--- config.mk ---
export PLATFORM = sky130hd
export DESIGN_NAME = credit_sender
export DESIGN_NICKNAME = d
export VERILOG_FILES = /design/src/hw/credit_link_pkg.sv /design/src/hw/credit_sender.sv
export SDC_FILE = /design/constraint.sdc
export NUM_CORES = 1
export LEC_CHECK = 0
export BUFFER_PORTS_ARGS = -buffer_cell sky130_fd_sc_hd__buf_2
export CAP_MARGIN = 0
export CELL_PAD_IN_SITES_DETAIL_PLACEMENT = 1
export CELL_PAD_IN_SITES_GLOBAL_PLACEMENT = 2
export CORE_ASPECT_RATIO = 1.25
export CORE_MARGIN = 2
export CORE_UTILIZATION = 25
export CTS_CLUSTER_DIAMETER = 50
export DETAILED_ROUTE_END_ITERATION = 16
export PLACE_DENSITY_LB_ADDON = 0.25
export SYNTH_ARGS = -nofsm -noshare
export SYNTH_HDL_FRONTEND = slang
export SYNTH_SLANG_ARGS = --single-unit
--- constraint.sdc ---
create_clock -name clk -period 3.6 [get_ports clk]
set_input_delay 0.54 -clock clk [delete_from_list [all_inputs] [get_ports clk]]
set_output_delay 0.54 -clock clk [all_outputs]
set_load 0.01 [all_outputs]
--- src/hw/credit_link_pkg.sv ---
/*
  Sizes shared by every block of the credit link.
  Credits per lane equal the lane FIFO depth, so max_credit sets both.
  The derived widths assume num_lanes and max_credit are powers of two.
*/

package credit_link_pkg;

  // ------------------------------------------------------------
  // Link geometry
  // ------------------------------------------------------------

  // Number of independent credit lanes behind the single sender.
  localparam int num_lanes = 4;

  // Width of a lane index carried on in_lane and out_lane.
  localparam int lane_w = $clog2(num_lanes);

  // Width of one link word.
  localparam int data_w = 16;

  // ------------------------------------------------------------
  // Credit and buffer sizing
  // ------------------------------------------------------------

  // Credits per lane.
  // Each credit stands for one free FIFO slot in that lane.
  localparam int max_credit = 4;

  // A counter must hold every value from 0 up to max_credit inclusive.
  localparam int cnt_w = $clog2(max_credit + 1);

  // Read and write pointers index the max_credit FIFO slots.
  localparam int ptr_w = $clog2(max_credit);

endpackage

--- src/hw/credit_sender.sv ---
/*
  Ingress side of the credit link, with one credit counter per lane.
  The ingress port is a four-phase req/ack handshake, one word per transfer.
  A word is forwarded only while its lane holds a credit, else in_ack stalls.
  link_hold must only be raised while every lane buffer is empty.
*/

module credit_sender (
  input  logic                                   clk,
  input  logic                                   rst_n,
  input  logic                                   in_req,
  output logic                                   in_ack,
  input  logic [credit_link_pkg::lane_w-1:0]     in_lane,
  input  logic [credit_link_pkg::data_w-1:0]     in_data,
  input  logic                                   link_hold,
  input  logic [credit_link_pkg::num_lanes-1:0]  push_credit,
  input  logic [credit_link_pkg::num_lanes-1:0]  reset_active_rev,
  output logic [credit_link_pkg::num_lanes-1:0]  push_valid,
  output logic [credit_link_pkg::data_w-1:0]     push_data,
  output logic                                   reset_active_fwd
);

  // Credits currently held for each lane.
  logic [credit_link_pkg::cnt_w-1:0] credit_cnt [credit_link_pkg::num_lanes];

  // Registered copy of link_hold, also set while rst_n is low.
  logic fwd_q;

  // The pending ingress word may be taken on this edge.
  logic accept;

  // One-hot lane that spends a credit on this edge.
  logic [credit_link_pkg::num_lanes-1:0] take;

  // ------------------------------------------------------------
  // Reset handshake toward the receivers
  // ------------------------------------------------------------

  // The forward reset rises together with link_hold and falls one cycle
  // after it. Out of rst_n it stays high for one more cycle as well.
  always_ff @(posedge clk or negedge rst_n) begin
    if (!rst_n) begin
      fwd_q <= 1'b1;
    end else begin
      fwd_q <= link_hold;
    end
  end

  assign reset_active_fwd = link_hold | fwd_q;

  // ------------------------------------------------------------
  // Ingress acceptance and lane steering
  // ------------------------------------------------------------

  // A word is taken only in the idle phase of the handshake, for a lane
  // that holds a credit and whose receiver has left reset.
  assign accept = in_req && !in_ack && !reset_active_fwd &&
                  !reset_active_rev[in_lane] && (credit_cnt[in_lane] != '0);

  always_comb begin
    for (int i = 0; i < credit_link_pkg::num_lanes; i++) begin
      take[i] = accept && (in_lane == credit_link_pkg::lane_w'(i));
    end
  end

  // The ack rises with the push pulse and holds until in_req drops.
  always_ff @(posedge clk or negedge rst_n) begin
    if (!rst_n) begin
      in_ack     <= 1'b0;
      push_valid <= '0;
    end else begin
      push_valid <= take;
      if (accept) begin
        in_ack <= 1'b1;
      end else if (in_ack && !in_req) begin
        in_ack <= 1'b0;
      end
    end
  end

  // Payload register, shared by all lanes.
  // Only the lane named by push_valid looks at it.
  always_ff @(posedge clk) begin
    if (accept) begin
      push_data <= in_data;
    end
  end

  // ------------------------------------------------------------
  // Per-lane credit counters
  // ------------------------------------------------------------

  // A received credit shows up in the count one cycle later.
  // Either side of the reset handshake empties the count.
  // The receiver then hands out its initial credits again.
  always_ff @(posedge clk or negedge rst_n) begin
    if (!rst_n) begin
      for (int i = 0; i < credit_link_pkg::num_lanes; i++) begin
        credit_cnt[i] <= '0;
      end
    end else begin
      for (int i = 0; i < credit_link_pkg::num_lanes; i++) begin
        if (reset_active_fwd || reset_active_rev[i]) begin
          credit_cnt[i] <= '0;
        end else begin
          credit_cnt[i] <= credit_cnt[i] + credit_link_pkg::cnt_w'(push_credit[i]) -
                           credit_link_pkg::cnt_w'(take[i]);
        end
      end
    end
  end

endmodule

==> results of run 1 <==
## cell families after synthesis
group | after synthesis | synth area share
flops | 34 | 0.641
simple gates | 25 | 0.122
compound gates | 2 | 0.0103
xor+xnor | 8 | 0.0482
fa+ha+maj | 12 | 0.124
buf+inv | 15 | 0.0387
mux | 1 | 0.0155
## worst max-delay path by stage
stage                          start            end  depth (start not counted)
final                     in_lane[0]  credit_cnt[8]                         13
after global routing      in_lane[0]  credit_cnt[8]                         13
after CTS                 in_lane[0]  credit_cnt[8]                         13
after detailed placement  in_lane[0]  credit_cnt[8]                         13
after global placement    in_lane[0]  credit_cnt[8]                         13
after floorplan           in_lane[0]  credit_cnt[8]                         12
## power by group through the flow
stage	Sequential, µW	Clock, µW	Combinational, µW
3_3_place_gp	423	0	52.4
4_1_cts	415	286	54.9
5_1_grt	415	301	60.1
3_5_place_dp	423	0	55.0
2_1_floorplan	423	0	20.6
6_report	415	271	52.6
## worst max-delay path, stage by stage
cell and delay, ps:
buf_2 160, mux4_2 540, nor4b_4 320, nand2_1 120, nor3_1 240, ha_1 290, inv_1 60, ha_1 140
inv_1 50, fa_1 370, xor2_1 160, xnor2_1 120, nor3_1 130
## flip-flops by register name (all words and copies together) (netlist names)
register,count
fwd_q,1
push_valid,4
in_ack,1
credit_cnt,12
push_data,16
## area by class of cell
type,count,area share
inverters,13,0.0260
clock inverters,2,0.00534
repair buffers,52,0.140
multi-input cells,48,0.248
flip-flops and latches,34,0.497
well taps,66,0.0441
clock buffers,6,0.0387
## cell usage in the layout (no fill, tap or decap), types with 2 or more instances in the layout
| master | n |
|---|---|
| nor3_1 | 10 |
| ha_1 | 8 |
| xnor2_1 | 4 |
| clkbuf_8 | 5 |
| dfrtp_1 | 17 |
| nor4_1 | 2 |
| clkinv_2 | 2 |
| buf_2 | 51 |
| inv_1 | 13 |
| fa_1 | 4 |
| xor2_1 | 4 |
| edfxtp_1 | 16 |
| nor4b_1 | 2 |
| nor3b_1 | 5 |
## metrics by stage
step                      cell area (µm²)  hold slack [ps]   util  setup slack, ps
after floorplan                      1450              244      -              663
after global placement               1790              508  0.314              272
after detailed placement             1790              509  0.314              199
after CTS                            1870              190  0.329              499
after global routing                 1870              200  0.329              334
final                                1870              183  0.329              561
## per-layer routing
metal,up-vias,GRT usage,wire (µm)
met3,6,0.0372,274
met1,478,0.127,1320
met5,-,0,0
met2,48,0.198,1630
met4,0,0.0412,47
li1,453,-,-
==> impl_metrics.py, run 1 <==
metrics = {
    "clock_network": {
        "ctsHoldBuffers": 0,
        "cts_root_buf": "clkbuf_8",
        "htree_levels": 2,
        "cts_buffers": 5,
        "path_clk_slew_ps": 70,
        "clk_path_buf_depth": 2,
        "cts.sinks": 34,
        "post_cts_buffers": 0,
        "clk_latency_ps": 280,
        "ctsResizeCount": 0,
        "cts_tree": "yes",
    },
    "hold_path": {
        "worst_hold_path_type": "input port to asynchronous set/reset pin",
    },
    "critical_path": {
        "crit_arrival_ps": 3240,
        "reg2reg_depth": 11,
        "start_kind": "input port",
        "reg2reg_from": "credit_cnt[1]",
        "worst-setup-path-type": "input port to flip-flop",
        "end_kind": "flip-flop",
        "cp.required_ps": 3800,
        "worst-path-max-fanout": 7,
        "ff2ff_setup_slack_ps": 860,
        "reg2reg_to": "credit_cnt[5]",
    },
    "layout": {
        "multi_input_area_um2": 465,
        "nets": 196,
        "regArea_um2": 932,
        "synthToLayoutAreaGrowth_pct": 28.9,
        "antennaDiodeCount": 0,
        "final_layout_size_suffix_gt1_frac": 0.419,
        "fillerInstances": 634,
        "instances_no_fill": 221,
    },
    "power": {
        "seqPwrFrac": 0.561,
        "clkPwrFrac": 0.367,
        "p_int_uw": 571,
        "leakagePower_uw": 0.000890,
        "pwr-share-comb": 0.071,
        "power_switching_uw": 168,
        "swShare": 0.227,
        "power_density_nw_per_um2": 394,
        "ir_worst_vdd_mv": 0.152,
        "total_power_uw": 739,
    },
    "routing": {
        "route.detailed.drc": 0,
        "routed-via-count": 985,
        "first_pass_iters": 4,
        "ant_nets": 0,
        "wl_um": 3270,
        "wl_per_cell_um": 14.8,
        "vias_per_cell": 4.46,
        "drt_iter0_drc": 29,
    },
    "floorplanning": {
        "fp.dieH_um": 89.3,
        "io-pin-count": 52,
        "coreArea_um2": 5700,
        "rows": 31,
        "die-area_um2": 6450,
        "start_util": 0.255,
        "die_w_um": 72.2,
    },
    "global_route": {
        "grt_antenna_before_repair": 0,
        "grt_pass1_vias": 1077,
        "grt_pass1_wl_um": 5310,
        "grt_max_degree": 19,
        "gr-total-overflow": 0,
        "grt_usage": 0.113,
    },
    "synth": {
        "synth_top_area_frac": 0.330,
        "ys_warn_count": 0,
        "post-synth-top-area-cell": "edfxtp_1",
        "netlist_top_cells_count": "dfrtp_1, edfxtp_1, inv_1",
        "yosysUniqueCellTypes": 22,
        "async_flop_share": 0.529,
        "synth-main-ff-cell": "dfrtp_1",
        "synth_cells": 97,
        "synth_area_um2": 1450,
        "synth-seq-cells": 34,
        "synthTopCellsByArea": "edfxtp_1, dfrtp_1, ha_1",
        "synth_edf_count": 16,
        "synth.net_count": 139,
        "yosysSeqAreaShare": 0.641,
        "synth_area_per_cell_um2": 15.0,
        "yosysMostFrequentCell": "dfrtp_1",
    },
    "sta": {
        "max-slew-margin-rel": 0.518,
        "max_freq_mhz": 329,
        "final_max_slew_viol_count": 0,
        "fin_crit_ps": 3040,
        "finClkSkew_ps": 5.74,
        "rsz0062_at_grt": "no",
        "final_hold_viol_count": 0,
        "post-route-period-util": 0.844,
        "tns_ps": 0,
        "worst_slew_pin_slew_ps": 723,
        "setup_viol": 0,
    },
    "placed_design": {
        "dp_cells": 213,
        "place.gp.congestion": 0.703,
        "io_buffers": 51,
        "dpl.hpwl_um": 2680,
    },
    "flow_run": {
        "drv_cap": 0,
    },
    "status": {
        "status": "finished clean",
    },
}
No activity file was read; power rests on OpenSTA's default activity.
==> inputs of run 2 (changes only) <==
- ABC_AREA: default -> 1
- clock period: 3.6 -> 2.9 ns (I/O delays scaled with it)
==> impl_metrics.py, run 2 <==
metrics = {
    "status": {
        "status": "finished clean",
    },
    "power": {
        "leakagePower_uw": 0.000986,
        "clkPwrFrac": 0.359,
        "p_int_uw": 697,
        "power_density_nw_per_um2": 447,
        "pwr-share-comb": 0.074,
        "ir_worst_vdd_mv": 0.177,
        "swShare": 0.227,
        "power_switching_uw": 204,
        "seqPwrFrac": 0.567,
    },
    "global_route": {
        "grt_pass1_wl_um": 5400,
        "grt_max_degree": 19,
        "gr-total-overflow": 0,
        "grt_pass1_vias": 1179,
        "grt_antenna_before_repair": 0,
        "grt_usage": 0.105,
    },
    "floorplanning": {
        "io-pin-count": 52,
        "die_w_um": 74.9,
        "fp.dieH_um": 92.6,
        "die-area_um2": 6930,
        "start_util": 0.256,
        "rows": 32,
        "coreArea_um2": 6130,
    },
    "routing": {
        "vias_per_cell": 3.85,
        "route.detailed.drc": 0,
        "ant_nets": 0,
        "wl_um": 3340,
        "routed-via-count": 1069,
        "first_pass_iters": 4,
        "wl_per_cell_um": 12.0,
        "drt_iter0_drc": 31,
    },
    "hold_path": {
        "worst_hold_path_type": "input port to asynchronous set/reset pin",
    },
    "critical_path": {
        "crit_arrival_ps": 2470,
        "slowest_stage": "dfrtp_1",
        "start_kind": "flip-flop",
        "path_cells": "inv_1 -> nand2_1 -> nor2_8 -> nand3_4 -> nor3_2 -> ha_1 -> inv_1 -> ha_1 -> inv_1 -> fa_1 -> xor2_1 -> nor2_1",
        "cp_common_cell": "inv_1",
        "reg2reg_to": "credit_cnt[2]",
        "setup.worst_path.start": "in_ack",
        "slowest_delay_ps": 380,
        "reg2reg_depth": 12,
        "cp.required_ps": 3080,
        "crit_end": "credit_cnt[2]",
        "worst-path-max-fanout": 6,
        "ff2ff_setup_slack_ps": 610,
        "end_kind": "flip-flop",
        "reg2reg_from": "in_ack",
        "worst-setup-path-type": "flip-flop to flip-flop",
    },
    "clock_network": {
        "htree_levels": 2,
        "post_cts_buffers": 0,
        "path_clk_slew_ps": 70,
        "clk_path_buf_depth": 2,
        "cts_buffers": 5,
        "ctsResizeCount": 0,
        "ctsHoldBuffers": 0,
        "cts_tree": "yes",
        "cts_root_buf": "clkbuf_8",
        "cts.sinks": 34,
        "clk_latency_ps": 280,
    },
    "placed_design": {
        "place.gp.congestion": 0.786,
        "pre_cts_ws_ps": 389,
        "io_buffers": 51,
        "dpl.hpwl_um": 2770,
    },
    "synth": {
        "netlist_top_cells_count": "inv_1, nor2_1, dfrtp_1, nand2_1, edfxtp_1",
        "synth-main-ff-cell": "dfrtp_1",
        "synth_area_um2": 1570,
        "synth_area_per_cell_um2": 11.8,
        "synth.net_count": 175,
        "yosysSeqAreaShare": 0.594,
        "post-synth-top-area-cell": "edfxtp_1",
        "synth_top_area_frac": 0.306,
        "async_flop_share": 0.529,
        "synth_edf_count": 16,
        "ys_warn_count": 0,
        "synthTopCellsByArea": "edfxtp_1, dfrtp_1, ha_1",
        "yosysMostFrequentCell": "inv_1",
        "synth-seq-cells": 34,
        "yosysUniqueCellTypes": 18,
        "synth_cells": 133,
    },
    "layout": {
        "final_cell_mix": "buf_2, inv_1, nor2_1",
        "nets": 234,
        "final_layout_size_suffix_gt1_frac": 0.373,
        "largest_register_ffs": 16,
        "final_common_cell": "buf_2",
        "largest_register": "push_data",
        "antennaDiodeCount": 0,
        "synthToLayoutAreaGrowth_pct": 28.6,
        "largestRegisters": "push_data: 16 flops, credit_cnt: 12 flops, push_valid: 4 flops",
    },
    "flow_run": {
        "drv_cap": 0,
    },
    "sta": {
        "post-route-period-util": 0.790,
        "setup_viol": 0,
        "layout_setup_ws_ps": 609,
        "max_freq_mhz": 437,
        "worst_slew_pin_slew_ps": 438,
        "tns_ps": 0,
        "rsz0062_at_grt": "no",
        "final_hold_viol_count": 0,
        "max-slew-margin-rel": 0.708,
        "fin_crit_ps": 2290,
        "finClkSkew_ps": 6.84,
        "final_max_slew_viol_count": 0,
    },
}
==> run 2: layer usage <==
layer	vias to the layer above	global-route usage	wire length, µm
met5	-	0	0
met4	0	0.0357	33
met3	4	0.0413	332
met2	53	0.169	1590
met1	490	0.126	1380
li1	522	-	-
==> run 2: area by class of cell <==
cell class | instances | area [µm²]
Fill cell | 723 | 4110
Sequential cell | 34 | 932
Multi-Input combinational cell | 74 | 543
Timing Repair Buffer | 52 | 263
Tap cell | 85 | 106
Inverter | 25 | 93.8
Clock buffer | 5 | 68.8
Clock inverter | 3 | 11.3
==> run 2: kinds of logic after synthesis <==
family | count (synthesis) | share of synthesized area
compound gates | 1 | 0.00558
xor+xnor | 8 | 0.0447
fa+ha+maj | 12 | 0.115
buf+inv | 25 | 0.0598
flops | 34 | 0.594
simple gates | 53 | 0.181
==> run 2: stage by stage <==
| step | instances | cell area (µm²) | utilization | hold slack [ps] | total power (µW) |
|---|---|---|---|---|---|
| floorplan | 133 | 1570 | - | 139 | 553 |
| global placement | 270 | 1940 | 0.316 | 407 | 588 |
| detailed placement | 270 | 1940 | 0.316 | 409 | 590 |
| CTS | 278 | 2020 | 0.329 | 98.9 | 919 |
| global route | 278 | 2020 | 0.329 | 112 | 950 |
| finish | 278 | 2020 | 0.329 | 82.7 | 902 |
==> run 2: power groups by stage <==
stage          clock (µW)  sequential, µW  combinational (µW)
2_1_floorplan           0             521                31.5
3_3_place_gp            0             521                67.2
3_5_place_dp            0             521                69.4
4_1_cts               338             511                69.6
5_1_grt               362             511                77.7
6_report              324             511                66.8
==> run 2: critical path: cells and delay by family (launching register included) <==
family	cells	cell delay [ps]
AND/OR/NAND/NOR	5	680
XOR/XNOR	1	170
flip-flops	1	380
adder cells (fa/ha/maj)	3	780
buffers and inverters	3	170
==> run 2: worst min path at each step <==
| stage | startpoint | endpoint | slack [ps] | depth (start not counted) |
|---|---|---|---|---|
| 4_1_cts | rst_n | credit_cnt[8] | 100 | 1 |
| 5_1_grt | rst_n | credit_cnt[8] | 110 | 1 |
| 3_5_place_dp | rst_n | credit_cnt[8] | 410 | 1 |
| 2_1_floorplan | rst_n | credit_cnt[0] | 140 | 0 |
| 3_3_place_gp | rst_n | credit_cnt[3] | 410 | 1 |
| 6_report | rst_n | credit_cnt[7] | 80 | 1 |
==> inputs of run 3 (changes only) <==
- ABC_AREA: 1 -> 0
- clock period: 2.9 -> 2.3 ns (I/O delays scaled with it)
==> impl_metrics.py, run 3 (synthesized netlist as in run 1, its figures left out) <==
metrics = {
    "status": {
        "status": "finished with violations",
        "violations": "hold timing, setup timing",
    },
    "placed_design": {
        "place.gp.congestion": 0.685,
        "dpl.hpwl_um": 2780,
        "dp_cells": 235,
        "io_buffers": 51,
    },
    "sta": {
        "hold_slack_ps": -3.91,
        "worst_slew_pin_slew_ps": 439,
        "layout_setup_ws_ps": -305,
        "fin_crit_ps": 2610,
        "post-route-period-util": 1.13,
        "final_max_slew_viol_count": 0,
        "final_hold_viol_count": 6,
        "max_freq_mhz": 384,
        "finClkSkew_ps": 4.73,
        "rsz0062_at_grt": "yes",
        "setup_viol": 8,
        "max-slew-margin-rel": 0.707,
    },
    "clock_network": {
        "cts_tree": "yes",
        "cts_buffers": 5,
        "htree_levels": 2,
        "clk_latency_ps": 280,
        "cts.sinks": 34,
        "clk_path_buf_depth": 2,
        "cts_root_buf": "clkbuf_8",
        "path_clk_slew_ps": 70,
    },
    "routing": {
        "highest_layer": "met4",
        "route.detailed.drc": 0,
        "wl_um": 3540,
        "drt-met1-wl_um": 1480,
        "vias_per_cell": 4.30,
        "first_pass_iters": 4,
        "wl_met2_um": 1740,
        "drt_iter0_drc": 37,
        "route.met3.wl_um": 276,
        "ant_nets": 0,
        "wl_per_cell_um": 14.4,
        "routed-via-count": 1059,
    },
    "layout": {
        "final_cell_mix": "buf_2, buf_4, dfrtp_1",
        "antennaDiodeCount": 0,
        "nets": 221,
        "final_layout_size_suffix_gt1_frac": 0.594,
        "fillerInstances": 624,
        "synthToLayoutAreaGrowth_pct": 50.9,
        "instances_no_fill": 246,
        "largest_register_ffs": 16,
        "largest_register": "push_data",
        "largestRegisters": "push_data: 16 flops, credit_cnt: 12 flops, push_valid: 4 flops",
        "final_common_cell": "buf_2",
    },
    "floorplanning": {
        "die_w_um": 72.2,
        "io-pin-count": 52,
        "rows": 31,
        "start_util": 0.255,
        "fp.dieH_um": 89.3,
        "die-area_um2": 6450,
        "coreArea_um2": 5700,
    },
    "hold_path": {
        "worst_hold_path_type": "input port to asynchronous set/reset pin",
    },
    "power": {
        "leakagePower_uw": 0.00102,
        "power_density_nw_per_um2": 538,
        "ir_worst_vdd_mv": 0.191,
    },
    "critical_path": {
        "end_kind": "flip-flop",
        "worst-path-max-fanout": 2,
        "start_kind": "input port",
        "worst-setup-path-type": "input port to flip-flop",
        "crit_arrival_ps": 2800,
        "cp.required_ps": 2500,
    },
    "global_route": {
        "gr-total-overflow": 0,
        "grt_pass1_vias": 1187,
        "grt_max_degree": 19,
        "grt_pass1_wl_um": 5780,
        "grt_usage": 0.122,
        "grt_antenna_before_repair": 0,
    },
    "flow_run": {
        "drv_cap": 0,
    },
}
-- run 3: changes by cell type in the layout (fill, tap and decap cells not counted), moves of 8 or more --
| cell | before | now |
|---|---|---|
| nor3_1 | 0 | 8 |
| inv_1 | 24 | 9 |
| nand2_1 | 17 | 0 |
| buf_4 | 1 | 25 |
| nor2_1 | 20 | 0 |
-- run 3: final cells by class --
type	instances	area [µm²]	area share
repair buffers	77	479	0.218
multi-input cells	48	571	0.260
clock buffers	6	72.6	0.0331
well taps	66	82.6	0.0376
flip-flops and latches	34	932	0.425
clock inverters	2	8.76	0.00399
inverters	13	48.8	0.0222
-- run 3: where the power goes --
part	leakage [µW]	internal (µW)	total, µW	switching (µW)
Sequential	0.000391	646	649	3.01
Clock	0.0000426	208	415	207
Combinational	0.000589	63.6	117	53.9
-- run 3: final timing paths --
check,start,end,slack [ps],depth (start not counted)
worst max-delay path,in_lane[0],credit_cnt[5],-310,14
worst min-delay path,rst_n,credit_cnt[0],-4,1
worst max register to register,fwd_q,credit_cnt[5],-300,13
worst min register to register,in_ack,push_valid[1],670,3
max in group asynchronous,rst_n,fwd_q,1960,1
min in group clk,link_hold,fwd_q,170,1
-- run 3: layer usage --
metal / track usage / vias up
li1: - / 496
met1: 0.141 / 505
met2: 0.217 / 51
met3: 0.0349 / 7
met4: 0.0412 / 0
met5: 0 / -
-- run 3: critical path, stage by stage --
cell and delay, ps:
buf_6 70, mux4_2 510, nor4b_4 260, buf_4 160, buf_6 90, and3_4 200, ha_4 200, inv_2 60
ha_4 120, inv_2 30, fa_2 330, xor2_1 180, xnor2_1 120, nor3_1 130
-- run 3: per-stage QoR --
stage	instance area [µm²]	TNS (ps)	worst slack (ps)	power (µW)	utilization
detailed placement	1970	-4530	-663	768	0.345
finish	2190	-1420	-305	1180	0.385
floorplan	1460	-1890	-361	695	-
CTS	2170	-1960	-368	1210	0.381
global route	2190	-2370	-443	1250	0.385
global placement	1970	-3830	-606	763	0.345
-- run 3: timing repair --
item                                    in CTS  in global routing
gates resized for setup                     21                  4
pin swaps                                   11                  4
setup buffers                                3                  0
hold buffers                                 0                  0
endpoints found under the setup margin       8                  8
