### src/hw/credit_link_pkg.sv
/*
  Sizes shared by every block of the credit link.
  Credits per lane equal the lane FIFO depth, so max_credit sets both.
  The derived widths assume num_lanes and max_credit are powers of two.
*/

package credit_link_pkg;

  // ------------------------------------------------------------
  // Link geometry
  // ------------------------------------------------------------

  // Number of independent credit lanes behind the single sender.
  localparam int num_lanes = 4;

  // Width of a lane index carried on in_lane and out_lane.
  localparam int lane_w = $clog2(num_lanes);

  // Width of one link word.
  localparam int data_w = 16;

  // ------------------------------------------------------------
  // Credit and buffer sizing
  // ------------------------------------------------------------

  // Credits per lane.
  // Each credit stands for one free FIFO slot in that lane.
  localparam int max_credit = 4;

  // A counter must hold every value from 0 up to max_credit inclusive.
  localparam int cnt_w = $clog2(max_credit + 1);

  // Read and write pointers index the max_credit FIFO slots.
  localparam int ptr_w = $clog2(max_credit);

endpackage

### src/hw/credit_receiver.sv
/*
  Receiver side of one credit lane.
  The count starts at max_credit and is handed to the sender one per cycle.
  The data path is not routed through here, the lane FIFO holds the words.
  A withhold larger than the count simply releases nothing.
*/

module credit_receiver (
  input  logic                               clk,
  input  logic                               rst_n,
  input  logic                               reset_active_fwd,
  output logic                               reset_active_rev,
  output logic                               push_credit,
  input  logic                               pop_credit,
  input  logic [credit_link_pkg::cnt_w-1:0]  credit_withhold
);

  // Credits still held here, not yet released to the sender.
  logic [credit_link_pkg::cnt_w-1:0] credit_count;

  // Part of the count that may be released right now.
  logic [credit_link_pkg::cnt_w-1:0] credit_available;

  // ------------------------------------------------------------
  // Reverse reset indication
  // ------------------------------------------------------------

  // High while rst_n is low and for the first cycle after it.
  // The sender keeps its count for this lane at zero meanwhile.
  always_ff @(posedge clk or negedge rst_n) begin
    if (!rst_n) begin
      reset_active_rev <= 1'b1;
    end else begin
      reset_active_rev <= 1'b0;
    end
  end

  // ------------------------------------------------------------
  // Credit release
  // ------------------------------------------------------------

  // Withheld credits stay in the count but are not offered.
  // The difference is clamped so a large withhold cannot wrap.
  always_comb begin
    if (credit_count > credit_withhold) begin
      credit_available = credit_count - credit_withhold;
    end else begin
      credit_available = '0;
    end
  end

  // Release is combinational, one credit per cycle at most.
  // Nothing goes out while either side of the link is in reset.
  assign push_credit = (credit_available != '0) && !reset_active_fwd && !reset_active_rev;

  // ------------------------------------------------------------
  // Credit counter
  // ------------------------------------------------------------

  // A pop returns a credit in the same cycle a release may take one.
  // Both can happen at once and then the count is unchanged.
  // A forward reset reloads the full amount; the link is empty then.
  always_ff @(posedge clk or negedge rst_n) begin
    if (!rst_n) begin
      credit_count <= credit_link_pkg::cnt_w'(credit_link_pkg::max_credit);
    end else if (reset_active_fwd) begin
      credit_count <= credit_link_pkg::cnt_w'(credit_link_pkg::max_credit);
    end else begin
      credit_count <= credit_count + credit_link_pkg::cnt_w'(pop_credit) -
                      credit_link_pkg::cnt_w'(push_credit);
    end
  end

endmodule

### src/hw/credit_lane.sv
/*
  One lane of the link, a credit receiver plus the FIFO it manages.
  The FIFO has max_credit slots and never overflows under the credit rule.
  A written word shows on lane_valid and lane_data on the next cycle.
*/

module credit_lane (
  input  logic                               clk,
  input  logic                               rst_n,
  input  logic                               reset_active_fwd,
  output logic                               reset_active_rev,
  output logic                               push_credit,
  input  logic                               push_valid,
  input  logic [credit_link_pkg::data_w-1:0] push_data,
  input  logic                               lane_pop,
  output logic                               lane_valid,
  output logic [credit_link_pkg::data_w-1:0] lane_data,
  input  logic [credit_link_pkg::cnt_w-1:0]  credit_withhold
);

  // Storage for the words in flight on this lane.
  logic [credit_link_pkg::data_w-1:0] mem [credit_link_pkg::max_credit];

  logic [credit_link_pkg::ptr_w-1:0] wr_ptr;
  logic [credit_link_pkg::ptr_w-1:0] rd_ptr;

  // Number of words held, 0 up to max_credit.
  logic [credit_link_pkg::cnt_w-1:0] occupancy;

  // ------------------------------------------------------------
  // Credit management
  // ------------------------------------------------------------

  // Every pop frees a slot, and that slot goes back as a credit.
  // Credits in circulation therefore always match the free slots.
  credit_receiver u_receiver (
    .clk              (clk),
    .rst_n            (rst_n),
    .reset_active_fwd (reset_active_fwd),
    .reset_active_rev (reset_active_rev),
    .push_credit      (push_credit),
    .pop_credit       (lane_pop),
    .credit_withhold  (credit_withhold)
  );

  // ------------------------------------------------------------
  // FIFO buffer
  // ------------------------------------------------------------

  always_ff @(posedge clk) begin
    if (push_valid) begin
      mem[wr_ptr] <= push_data;
    end
  end

  // Pointers wrap at the last slot.
  always_ff @(posedge clk or negedge rst_n) begin
    if (!rst_n) begin
      wr_ptr    <= '0;
      rd_ptr    <= '0;
      occupancy <= '0;
    end else begin
      if (push_valid) begin
        if (wr_ptr == credit_link_pkg::ptr_w'(credit_link_pkg::max_credit - 1)) begin
          wr_ptr <= '0;
        end else begin
          wr_ptr <= wr_ptr + credit_link_pkg::ptr_w'(1);
        end
      end
      if (lane_pop) begin
        if (rd_ptr == credit_link_pkg::ptr_w'(credit_link_pkg::max_credit - 1)) begin
          rd_ptr <= '0;
        end else begin
          rd_ptr <= rd_ptr + credit_link_pkg::ptr_w'(1);
        end
      end
      occupancy <= occupancy + credit_link_pkg::cnt_w'(push_valid) -
                   credit_link_pkg::cnt_w'(lane_pop);
    end
  end

  // The head word is read straight from the array.
  assign lane_valid = (occupancy != '0);
  assign lane_data  = mem[rd_ptr];

endmodule

### config.mk
export PLATFORM = sky130hd
export DESIGN_NAME = credit_lane
export DESIGN_NICKNAME = d
export VERILOG_FILES = /design/src/hw/credit_link_pkg.sv /design/src/hw/credit_receiver.sv /design/src/hw/credit_lane.sv
export SDC_FILE = /design/constraint.sdc
export NUM_CORES = 1
export LEC_CHECK = 0
export CORE_ASPECT_RATIO = 1.75
export CORE_MARGIN = 4
export CORE_UTILIZATION = 65
export CTS_CLUSTER_DIAMETER = 150
export DETAILED_ROUTE_END_ITERATION = 12
export DONT_BUFFER_PORTS = 1
export HOLD_SLACK_MARGIN = 0.15
export PLACE_DENSITY_LB_ADDON = 0.1
export SLEW_MARGIN = 20
export SYNTH_ARGS = -nofsm -noshare
export SYNTH_HDL_FRONTEND = slang
export SYNTH_SLANG_ARGS = --single-unit
### constraint.sdc
create_clock -name clk -period 5.92 [get_ports clk]
set_input_delay 1.776 -clock clk [delete_from_list [all_inputs] [get_ports clk]]
set_output_delay 1.776 -clock clk [all_outputs]
set_load 0.05 [all_outputs]
==> metrics.md, run 1 <==
| Metric | Value |
|---|---|
| Outcome | `finished clean` |
| R2R setup slack | `2.95 ns` |
| Worst reg2reg endpoint | `u_receiver.credit_count[2]` |
| Sequential power share | `46.5%` |
| CTS Buf Count | `9` |
| Dpl hpwl | `3020 um` |
| Worst Hold End | `occupancy[2]` |
| RSZ-0062 raised after global routing | `false` |
| Max-Slew Margin vs Limit | `36.4%` |
| Switching share of power | `38.9%` |
| R2R Path Start | `u_receiver.credit_count[0]` |
| Distinct cells, synth | `27` |
| Synth Instances | `150` |
| Worst Setup SP | `credit_withhold[0]` |
| Worst Path Required | `4.14 ns` |
| Synthesized flop and latch total | `75` |
| Number of global-route vias before repair | `1489` |
| Hold depth | `1` |
| Clock Sinks | `75` |
| Syn_nets | `189` |
| PwrDens | `514 nW/um2` |
| Worst vdd ir | `339 uV` |
| DRT Pass-1 Iters | `4` |
| Detailed Route WL | `4400 um` |
| Starting density of the core | `68.5%` |
| Area added between synthesis and finish | `5.99%` |
| H-tree level count | `3` |
| Seq. cell area | `2200 um2` |
| Grt ovf | `0` |
| Post-cts resize count | `0` |
| Final-stage net count | `197` |
| Die height | `99.0 um` |
| Via count | `1301` |
| Total Power | `1.67 mW` |
| Slew Limit Fails | `0` |
| # fillers | `278` |
| Clk network pwr share | `18.5%` |
| DRC Markers | `0` |
| First-pass GRT wire length | `7190 um` |
| Proportion of layout cells with a drive suffix above 1 | `16.0%` |
| CP Class | `input port to output port` |
| P_sw | `652 uW` |
| Logic pwr share | `35.0%` |
| Final Hold Fails | `0` |
| # setup viols final | `0` |
| 1st-iter DRT viols | `40` |
| Initial antenna violation count | `0` |
| Io pins | `43` |
| Hold path startpoint | `occupancy[2]` |
| Critical path fanouts, max | `2` |
| Yosys warns | `0` |
| Kind of end point of the critical path | `output port` |
| Pint | `1.02 mW` |
| Die ar. | `5930 um2` |
| Worst-skew pair later-pin latency | `0.34 ns` |
| Footprint of the multi-input gates | `783 um2` |
| Lkg Pwr | `1.18 nW` |
| Worst-case reg-to-reg path depth | `14` |
| Type of origin of the critical path | `input port` |
| Via density | `6.08` |
| Post-CTS Setup Bufs | `0` |
| Hold buffers post-CTS | `0` |
| Period utilization | `86.5%` |
| Worst Tran Pin Value | `0.954 ns` |
| Min-Delay Path Class | `flip-flop to flip-flop` |
| Largest net degree at the start of global routing | `20` |
| PortBufs | `0` |
| Cell Rows | `32` |
| GRT Total Usage | `17.3%` |
| Post-DRT Antenna Nets | `0` |
| Root Driver | `clkbuf_8` |
| Horiz. Die Dim | `60.0 um` |
| Placed cell areas | `3100 um2` |
| Syn_area_per_cell | `20.5 um2` |
| Maximum clock insertion buffer count | `2` |
| Setup TNS | `0 ns` |
| MaxCap Viol Count | `0` |
| Minimum clock period | `5.12 ns` |
| Avg WL per Cell | `20.5 um` |
| Max Freq | `195 MHz` |
| Design Area, Final | `3260 um2` |
| Sequential share of the synthesized area | `71.6%` |
| Clock Pin Slew Worst Setup and Hold Paths | `0.06 ns` |
| Area of the core | `4480 um2` |
| Arrival time worst endpoint | `3.34 ns` |
| Final antenna diode count | `0` |
| Synthesized area | `3070 um2` |
| Gpl congestion | `0.642` |
| Clock skew | `0.00761 ns` |
| CTS tree | `built` |
## cell families after synthesis
| group | Yosys count | synth area share (%) |
|---|---|---|
| and+or+nand+nor | 14 | 2.40 |
| other | 1 | 0.122 |
| AOI/OAI and AO/OA | 6 | 1.55 |
| adders and majority gates | 15 | 6.84 |
| buffers and inverters | 17 | 2.93 |
| xor gates and xnor gates | 4 | 1.14 |
| muxes | 18 | 13.4 |
| DFF | 75 | 71.6 |
## per-layer routing
metal	vias up	track usage [%]	routed length, um
li1	597	-	-
met3	8	6.55	284
met5	-	0	0
met1	662	19.7	1620
met2	34	27.8	2410
met4	0	8.70	88
## placed cells by master, fill, tap and decap left out
master / Yosys / layout
nor2_1: 3 / 3
buf_4: 0 / 1
o311a_1: 1 / 1
nand3_1: 1 / 1
ha_1: 12 / 12
edfxtp_1: 64 / 64
dfstp_2: 2 / 2
nor2b_1: 2 / 2
and2_1: 4 / 4
nand2_1: 2 / 2
mux4_2: 8 / 8
or3_1: 1 / 1
clkinv_2: 0 / 3
o21bai_1: 1 / 1
xor2_1: 1 / 1
o21ai_0: 2 / 2
xnor2_1: 3 / 3
a21oi_1: 1 / 1
inv_1: 13 / 13
dfrtp_1: 9 / 9
nand2b_1: 1 / 1
mux2_2: 2 / 2
clkbuf_1: 0 / 3
clkbuf_8: 0 / 9
clkinv_1: 0 / 1
fa_1: 3 / 3
a2111oi_2: 1 / 1
conb_1: 1 / 1
mux4_1: 8 / 8
## worst max path at each step
stage	cells past startpoint	endpoint	slack, ns
finish	7	push_credit	0.80
floorplan	6	push_credit	0.33
CTS	7	push_credit	0.79
global route	7	push_credit	0.68
global placement	7	push_credit	0.83
detailed placement	7	push_credit	0.81
## cells in the mapped netlist
| cell type | n | area share [%] |
|---|---|---|
| mux4_1 | 8 | 6.8 |
| ha_1 | 12 | 4.9 |
| mux2_2 | 2 | 0.73 |
| o21bai_1 | 1 | 0.24 |
| nand3_1 | 1 | 0.16 |
| buf_2 | 2 | 0.33 |
| a21oi_1 | 1 | 0.16 |
| mux4_2 | 8 | 5.9 |
| xnor2_1 | 3 | 0.86 |
| nand2_1 | 2 | 0.24 |
| dfstp_2 | 2 | 1.7 |
| o21ai_0 | 2 | 0.33 |
| buf_6 | 1 | 0.37 |
| and2_1 | 4 | 0.81 |
| edfxtp_1 | 64 | 63 |
| buf_12 | 1 | 0.65 |
| or3_1 | 1 | 0.20 |
| nor2b_1 | 2 | 0.41 |
| a2111oi_2 | 1 | 0.49 |
| nand2b_1 | 1 | 0.20 |
| xor2_1 | 1 | 0.29 |
| o311a_1 | 1 | 0.33 |
| nor2_1 | 3 | 0.37 |
| inv_1 | 13 | 1.6 |
| dfrtp_1 | 9 | 7.3 |
| conb_1 | 1 | 0.12 |
| fa_1 | 3 | 2.0 |
## registers in the layout, indices dropped and copies added (netlist names)
signal                       flops
u_receiver.reset_active_rev      1
wr_ptr                           2
u_receiver.credit_count          3
rd_ptr                           2
mem                             64
occupancy                        3
## worst max-delay path, stage by stage
cell and delay (ns):
ha_1 0.12, inv_1 0.06, fa_1 0.50, nor2b_1 0.05, o311a_1 0.29, a2111oi_2 0.27, buf_4 0.27
## power groups by stage
stage,logic (mW),clock network [mW],registers [mW]
finish,0.586,0.310,0.778
floorplan,0.602,0,0.727
global placement,0.581,0,0.785
CTS,0.596,0.319,0.784
global route,0.632,0.347,0.795
detailed placement,0.594,0,0.795
## through the flow
stage                     util [%]  setup slack [ns]  hold slack [ns]  instances
after global placement        69.2             0.826            0.454        198
after global routing          72.6             0.680            0.511        214
after detailed placement      69.2             0.806            0.473        198
after CTS                     72.6             0.793            0.482        214
final                         72.6             0.799            0.481        214
after floorplan                  -             0.326            0.440        150
## final cells by class
type	count	share of cell area [%]
Clock buffer	12	4.15
Clock inverter	4	0.576
Multi-Input combinational cell	58	24.0
Sequential cell	75	67.5
Inverter	13	1.50
Tap cell	51	1.96
Timing Repair Buffer	1	0.231
Power figures use the tool's default switching activity.
==> run 2, diff against run 1 <==
--- a/config.mk
+++ b/config.mk
@@ -16,4 +16,5 @@
 export SLEW_MARGIN = 20
 export SYNTH_ARGS = -nofsm -noshare
 export SYNTH_HDL_FRONTEND = slang
+export SYNTH_HIERARCHICAL = 1
 export SYNTH_SLANG_ARGS = --single-unit
==> metrics.md, run 2 <==
| Metric | Value |
|---|---|
| Top cells by count, synth | `edfxtp_1, inv_1, ha_1` |
| GRT Total Usage | `17.4%` |
| Number of global-route vias before repair | `1427` |
| R2R Path Start | `u_receiver/credit_count[0]` |
| Final antenna diode count | `0` |
| MaxCap Viol Count | `0` |
| Worst-case reg-to-reg path depth | `15` |
| Detailed Route WL | `4450 um` |
| Asr flop ratio synth | `14.7%` |
| Slew Limit Fails | `0` |
| Worst reg2reg endpoint | `u_receiver/credit_count[2]` |
| Setup TNS | `0 ns` |
| Hold buffers post-CTS | `0` |
| First-pass GRT wire length | `7220 um` |
| Min-Delay Path Class | `flip-flop to flip-flop` |
| Ys flop type | `edfxtp_1` |
| Max reg flops | `64` |
| Footprint of the multi-input gates | `797 um2` |
| Syn_area_per_cell | `20.7 um2` |
| Period utilization | `84.9%` |
| Syn_nets | `188` |
| CP Class | `input port to output port` |
| Clk network pwr share | `20.8%` |
| Worst Setup SP | `credit_withhold[0]` |
| Outcome | `finished clean` |
| Horiz. Die Dim | `60.1 um` |
| Distinct cells, synth | `28` |
| CP endpoint | `push_credit` |
| Via count | `1289` |
| Maximum clock insertion buffer count | `2` |
| Root Driver | `clkbuf_8` |
| DRC Markers | `0` |
| Post-Synth XOR/XNOR Area | `1.13%` |
| P_sw | `653 uW` |
| Worst Tran Pin Value | `0.948 ns` |
| 1st-iter DRT viols | `44` |
| Synthesized flop and latch total | `75` |
| Complex-gate fraction of the synthesized area | `1.95%` |
| H-tree level count | `3` |
| Arrival time worst endpoint | `3.25 ns` |
| Critical path fanouts, max | `2` |
| PwrDens | `522 nW/um2` |
| Clock Sinks | `75` |
| Number of flops mapped to enable cells by yosys | `64` |
| Synthesized area | `3090 um2` |
| Sequential power share | `45.1%` |
| Fin Hold WS | `0.540 ns` |
| Hold path startpoint | `occupancy[1]` |
| Commonest non-fill, non-tap cell in the layout | `edfxtp_1` |
| Post-DRT Antenna Nets | `0` |
| Commonest non-fill, non-tap cells in the layout | `edfxtp_1, inv_1, clkbuf_8, ha_1, dfrtp_1` |
| Post-CTS Setup Bufs | `0` |
| Initial antenna violation count | `0` |
| Area share of the leading cell type in the synthesized netlist | `62.3%` |
| Largest family of logic cells by synthesized area | `multiplexers` |
| Clock Pin Slew Worst Setup and Hold Paths | `0.06 ns` |
| Biggest register | `mem` |
| PortBufs | `0` |
| Layout Cells excl Fill | `213` |
| R2R setup slack | `2.78 ns` |
| Minimum clock period | `5.03 ns` |
| # fillers | `268` |
| Yosys top cell by area | `edfxtp_1` |
| Largest net degree at the start of global routing | `20` |
| Pint | `1.07 mW` |
| Max Freq | `199 MHz` |
| Logic pwr share | `34.1%` |
| Synth Instances | `149` |
| Mux contribution to synthesized area | `13.4%` |
| Total Power | `1.73 mW` |
| DRT Pass-1 Iters | `4` |
| Io pins | `43` |
| RSZ-0062 raised after global routing | `false` |
| Die height | `99.2 um` |
| Seq. cell area | `2200 um2` |
| Worst-skew pair later-pin latency | `0.33 ns` |
| Post-cts resize count | `0` |
| Adder-cell share of the synthesized area | `6.81%` |
| Regs by FF count | `mem: 64 flops, occupancy: 3 flops, u_receiver/credit_count: 3 flops` |
| Lkg Pwr | `1.20 nW` |
| Worst Path Required | `4.14 ns` |
| Cell Rows | `32` |
| Clock skew | `0.00640 ns` |
| Top-count cell post-synth | `edfxtp_1` |
| Dpl hpwl | `3080 um` |
| Grt ovf | `0` |
| Area of the core | `4480 um2` |
| Area added between synthesis and finish | `7.17%` |
| Kind of end point of the critical path | `output port` |
| Starting density of the core | `68.8%` |
| Final-stage net count | `196` |
| Worst vdd ir | `401 uV` |
| CTS Buf Count | `9` |
| Avg WL per Cell | `20.9 um` |
| Proportion of layout cells with a drive suffix above 1 | `17.9%` |
| Sequential share of the synthesized area | `71.3%` |
| # setup viols final | `0` |
| Via density | `6.05` |
| Synth Area in Simple Gates | `2.43%` |
| Main area contributors after synthesis | `edfxtp_1, dfrtp_1, mux4_1` |
| Yosys warns | `6` |
| CTS tree | `built` |
| Die ar. | `5960 um2` |
| Placed cells | `197` |
| Switching share of power | `37.9%` |
| Type of origin of the critical path | `input port` |
| Final Hold Fails | `0` |
| Max-Slew Margin vs Limit | `36.8%` |
| Gpl congestion | `0.660` |
==> run 2: power groups by stage <==
| stage | Sequential (mW) | Clock, mW | Combinational, mW |
|---|---|---|---|
| after floorplan | 0.727 | 0 | 0.604 |
| after global placement | 0.784 | 0 | 0.583 |
| after detailed placement | 0.794 | 0 | 0.599 |
| after CTS | 0.784 | 0.367 | 0.600 |
| after global routing | 0.795 | 0.396 | 0.631 |
| final | 0.778 | 0.359 | 0.588 |
==> run 2: how the worst min path moves through the flow <==
| stage | end | slack (ns) | cells after the start |
|---|---|---|---|
| floorplan | occupancy[2] | 0.50 | 1 |
| global placement | occupancy[2] | 0.52 | 1 |
| detailed placement | occupancy[2] | 0.52 | 1 |
| CTS | occupancy[2] | 0.54 | 1 |
| global route | occupancy[2] | 0.58 | 1 |
| finish | occupancy[2] | 0.54 | 1 |
==> run 2: final cells by class <==
type / count / area share [%]
timing repair buffer: 1 / 0.227
clock buffer: 15 / 5.64
tap: 51 / 1.93
sequential: 75 / 66.5
multi-input combinational: 57 / 24.1
inverter: 13 / 1.48
clock inverter: 1 / 0.151
==> run 2: cell families (layout without fill, tap and decap cells) <==
group | Yosys count | in the layout
adders and majority gates | 15 | 15
and+or+nand+nor | 13 | 13
xor gates and xnor gates | 4 | 4
muxes | 18 | 18
other | 1 | 1
DFF | 75 | 75
buffers and inverters | 17 | 30
AOI/OAI and AO/OA | 6 | 6
==> run 2: metal layers <==
layer  wire length, um  vias up  GRT usage (%)
met5                 0        -              0
met3               330        5           7.14
li1                  -      596              -
met2              2560       45           29.8
met4                50        0           6.66
met1              1500      643           18.5
==> run 2: stage by stage <==
step                      util [%]  worst slack (ns)  area [um2]
final                         73.8             0.891        3310
after global routing          73.8             0.763        3310
after CTS                     73.8             0.887        3310
after detailed placement      69.5             0.887        3120
after global placement        69.5             0.903        3120
after floorplan                  -             0.712        3090
==> run 2: critical path: stages <==
cell and delay, ns:
ha_1 0.12, inv_1 0.05, fa_1 0.50, nor2b_1 0.05, o311a_1 0.32, a2111oi_4 0.18, buf_4 0.25
==> run 3, diff against run 2 <==
--- a/config.mk
+++ b/config.mk
@@ -7,7 +7,7 @@
 export LEC_CHECK = 0
 export CORE_ASPECT_RATIO = 1.75
 export CORE_MARGIN = 4
-export CORE_UTILIZATION = 65
+export CORE_UTILIZATION = 56
 export CTS_CLUSTER_DIAMETER = 150
 export DETAILED_ROUTE_END_ITERATION = 12
 export DONT_BUFFER_PORTS = 1
==> constraint.sdc (replaced) <==
create_clock -name clk -period 4.6 [get_ports clk]
set_input_delay 1.38 -clock clk [delete_from_list [all_inputs] [get_ports clk]]
set_output_delay 1.38 -clock clk [all_outputs]
set_load 0.05 [all_outputs]
==> metrics.md, run 3 (same netlist as run 2, synthesis figures left out) <==
| Metric | Value |
|---|---|
| Outcome | `finished clean` |
| Worst vdd ir | `344 uV` |
| Worst Path Required | `3.22 ns` |
| Largest net degree at the start of global routing | `19` |
| Area added between synthesis and finish | `7.01%` |
| Max-Slew Margin vs Limit | `43.8%` |
| Starting density of the core | `58.3%` |
| Horiz. Die Dim | `64.1 um` |
| Final Hold Fails | `0` |
| Min-Delay Path Class | `flip-flop to flip-flop` |
| Kind of end point of the critical path | `output port` |
| Footprint of the multi-input gates | `797 um2` |
| RSZ-0062 raised after global routing | `false` |
| GRT Total Usage | `15.0%` |
| Critical path fanouts, max | `2` |
| Clock Pin Slew Worst Setup and Hold Paths | `0.07 ns` |
| Area of the core | `5300 um2` |
| Grt ovf | `0` |
| Hold buffers post-CTS | `0` |
| Arrival time worst endpoint | `2.87 ns` |
| Type of origin of the critical path | `input port` |
| Worst-skew pair later-pin latency | `0.34 ns` |
| Final core area utilization | `62.3%` |
| Slew Limit Fails | `0` |
| Avg WL per Cell | `19.3 um` |
| PortBufs | `0` |
| Fin Hold WS | `0.541 ns` |
| Seq. cell area | `2200 um2` |
| Lkg Pwr | `1.17 nW` |
| Number of global-route vias before repair | `1496` |
| Post-DRT Antenna Nets | `0` |
| Cell Rows | `35` |
| Commonest non-fill, non-tap cells in the layout | `edfxtp_1, inv_1, ha_1, clkbuf_8, dfrtp_1` |
| # setup viols final | `0` |
| Setup TNS | `0 ns` |
| Post-CTS Setup Bufs | `0` |
| Via count | `1332` |
| MaxCap Viol Count | `0` |
| Clock Sinks | `75` |
| Post-cts resize count | `0` |
| Gpl congestion | `0.640` |
| Commonest non-fill, non-tap cell in the layout | `edfxtp_1` |
| Max reg flops | `64` |
| Period utilization | `92.4%` |
| Final-stage net count | `197` |
| Cells along the critical path | `ha_1 > inv_1 > fa_1 > nor2b_1 > o311a_1 > a2111oi_4 > buf_4` |
| Proportion of layout cells with a drive suffix above 1 | `16.0%` |
| Io pins | `43` |
| CP Class | `input port to output port` |
| PwrDens | `656 nW/um2` |
| Max Freq | `235 MHz` |
| # fillers | `404` |
| Die height | `106 um` |
| First-pass GRT wire length | `7290 um` |
| H-tree level count | `3` |
| CP max stage delay | `0.50 ns` |
| Detailed Route WL | `4550 um` |
| CTS Buf Count | `9` |
| Regs by FF count | `mem: 64 flops, occupancy: 3 flops, u_receiver/credit_count: 3 flops` |
| Root Driver | `clkbuf_8` |
| Minimum clock period | `4.25 ns` |
| DRT Pass-1 Iters | `4` |
| 1st-iter DRT viols | `33` |
| Die ar. | `6810 um2` |
| Kind of cell adding the most delay to the critical path | `adder cells` |
| Critical path buffers and inverters | `2` |
| Initial antenna violation count | `0` |
| Dpl hpwl | `3130 um` |
| Clock skew | `0.00818 ns` |
| CTS tree | `built` |
| DRC Markers | `0` |
| CP max-delay cell | `fa_1` |
| Biggest register | `mem` |
| Maximum clock insertion buffer count | `2` |
| Worst Tran Pin Value | `0.844 ns` |
| Via density | `5.64` |
| Final antenna diode count | `0` |
## run 3: stage by stage
step | instances | setup WS [ns] | power, mW | area [um2]
finish | 236 | 0.350 | 2.17 | 3300
global route | 236 | 0.278 | 2.28 | 3300
CTS | 236 | 0.346 | 2.20 | 3300
detailed placement | 221 | 0.353 | 1.81 | 3150
global placement | 221 | 0.372 | 1.77 | 3150
floorplan | 149 | 0.184 | 1.71 | 3090
## run 3: path summary, 6_finish.rpt
check	from	end	slack, ns	depth (start not counted)
setup / recovery	credit_withhold[0]	push_credit	0.35	7
hold / removal	occupancy[1]	occupancy[2]	0.54	1
setup reg to reg	u_receiver/credit_count[0]	u_receiver/credit_count[2]	1.46	15
hold reg to reg	occupancy[1]	occupancy[2]	0.54	1
max in group asynchronous	rst_n	u_receiver/reset_active_rev	3.70	0
min in group asynchronous	rst_n	u_receiver/credit_count[0]	0.73	0
## run 3: final cells by class
class	instances	area share, %
clock buffer	11	3.98
multi-input combinational	57	24.1
timing repair buffer	2	0.455
sequential	75	66.6
clock inverter	4	0.568
tap	74	2.80
inverter	13	1.48
## run 3: report_power, final
part | leakage (nW) | switching, mW | internal [mW]
Clock | 0.0719 | 0.206 | 0.187
Sequential | 0.718 | 0.108 | 0.885
Combinational | 0.383 | 0.532 | 0.248
## run 3: layer usage
metal  up-vias  part of all wire (%)  global-route usage [%]
li1        595                     -                       -
met1       679                    32                    14.6
met2        43                    56                    26.0
met3        15                   7.8                    5.50
met4         0                   3.4                    9.98
met5         -                     0                       0
## run 3: worst reg2reg max path: cells and delay by family (launching register included)
| family | cells | cell delay, ns |
|---|---|---|
| AND/OR/NAND/NOR | 2 | 0.12 |
| XOR/XNOR | 1 | 0.17 |
| adder cells (fa/ha/maj) | 5 | 1.42 |
| buffers and inverters | 5 | 0.50 |
| AO/OA/AOI/OAI | 2 | 0.49 |
| flip-flops | 1 | 0.36 |
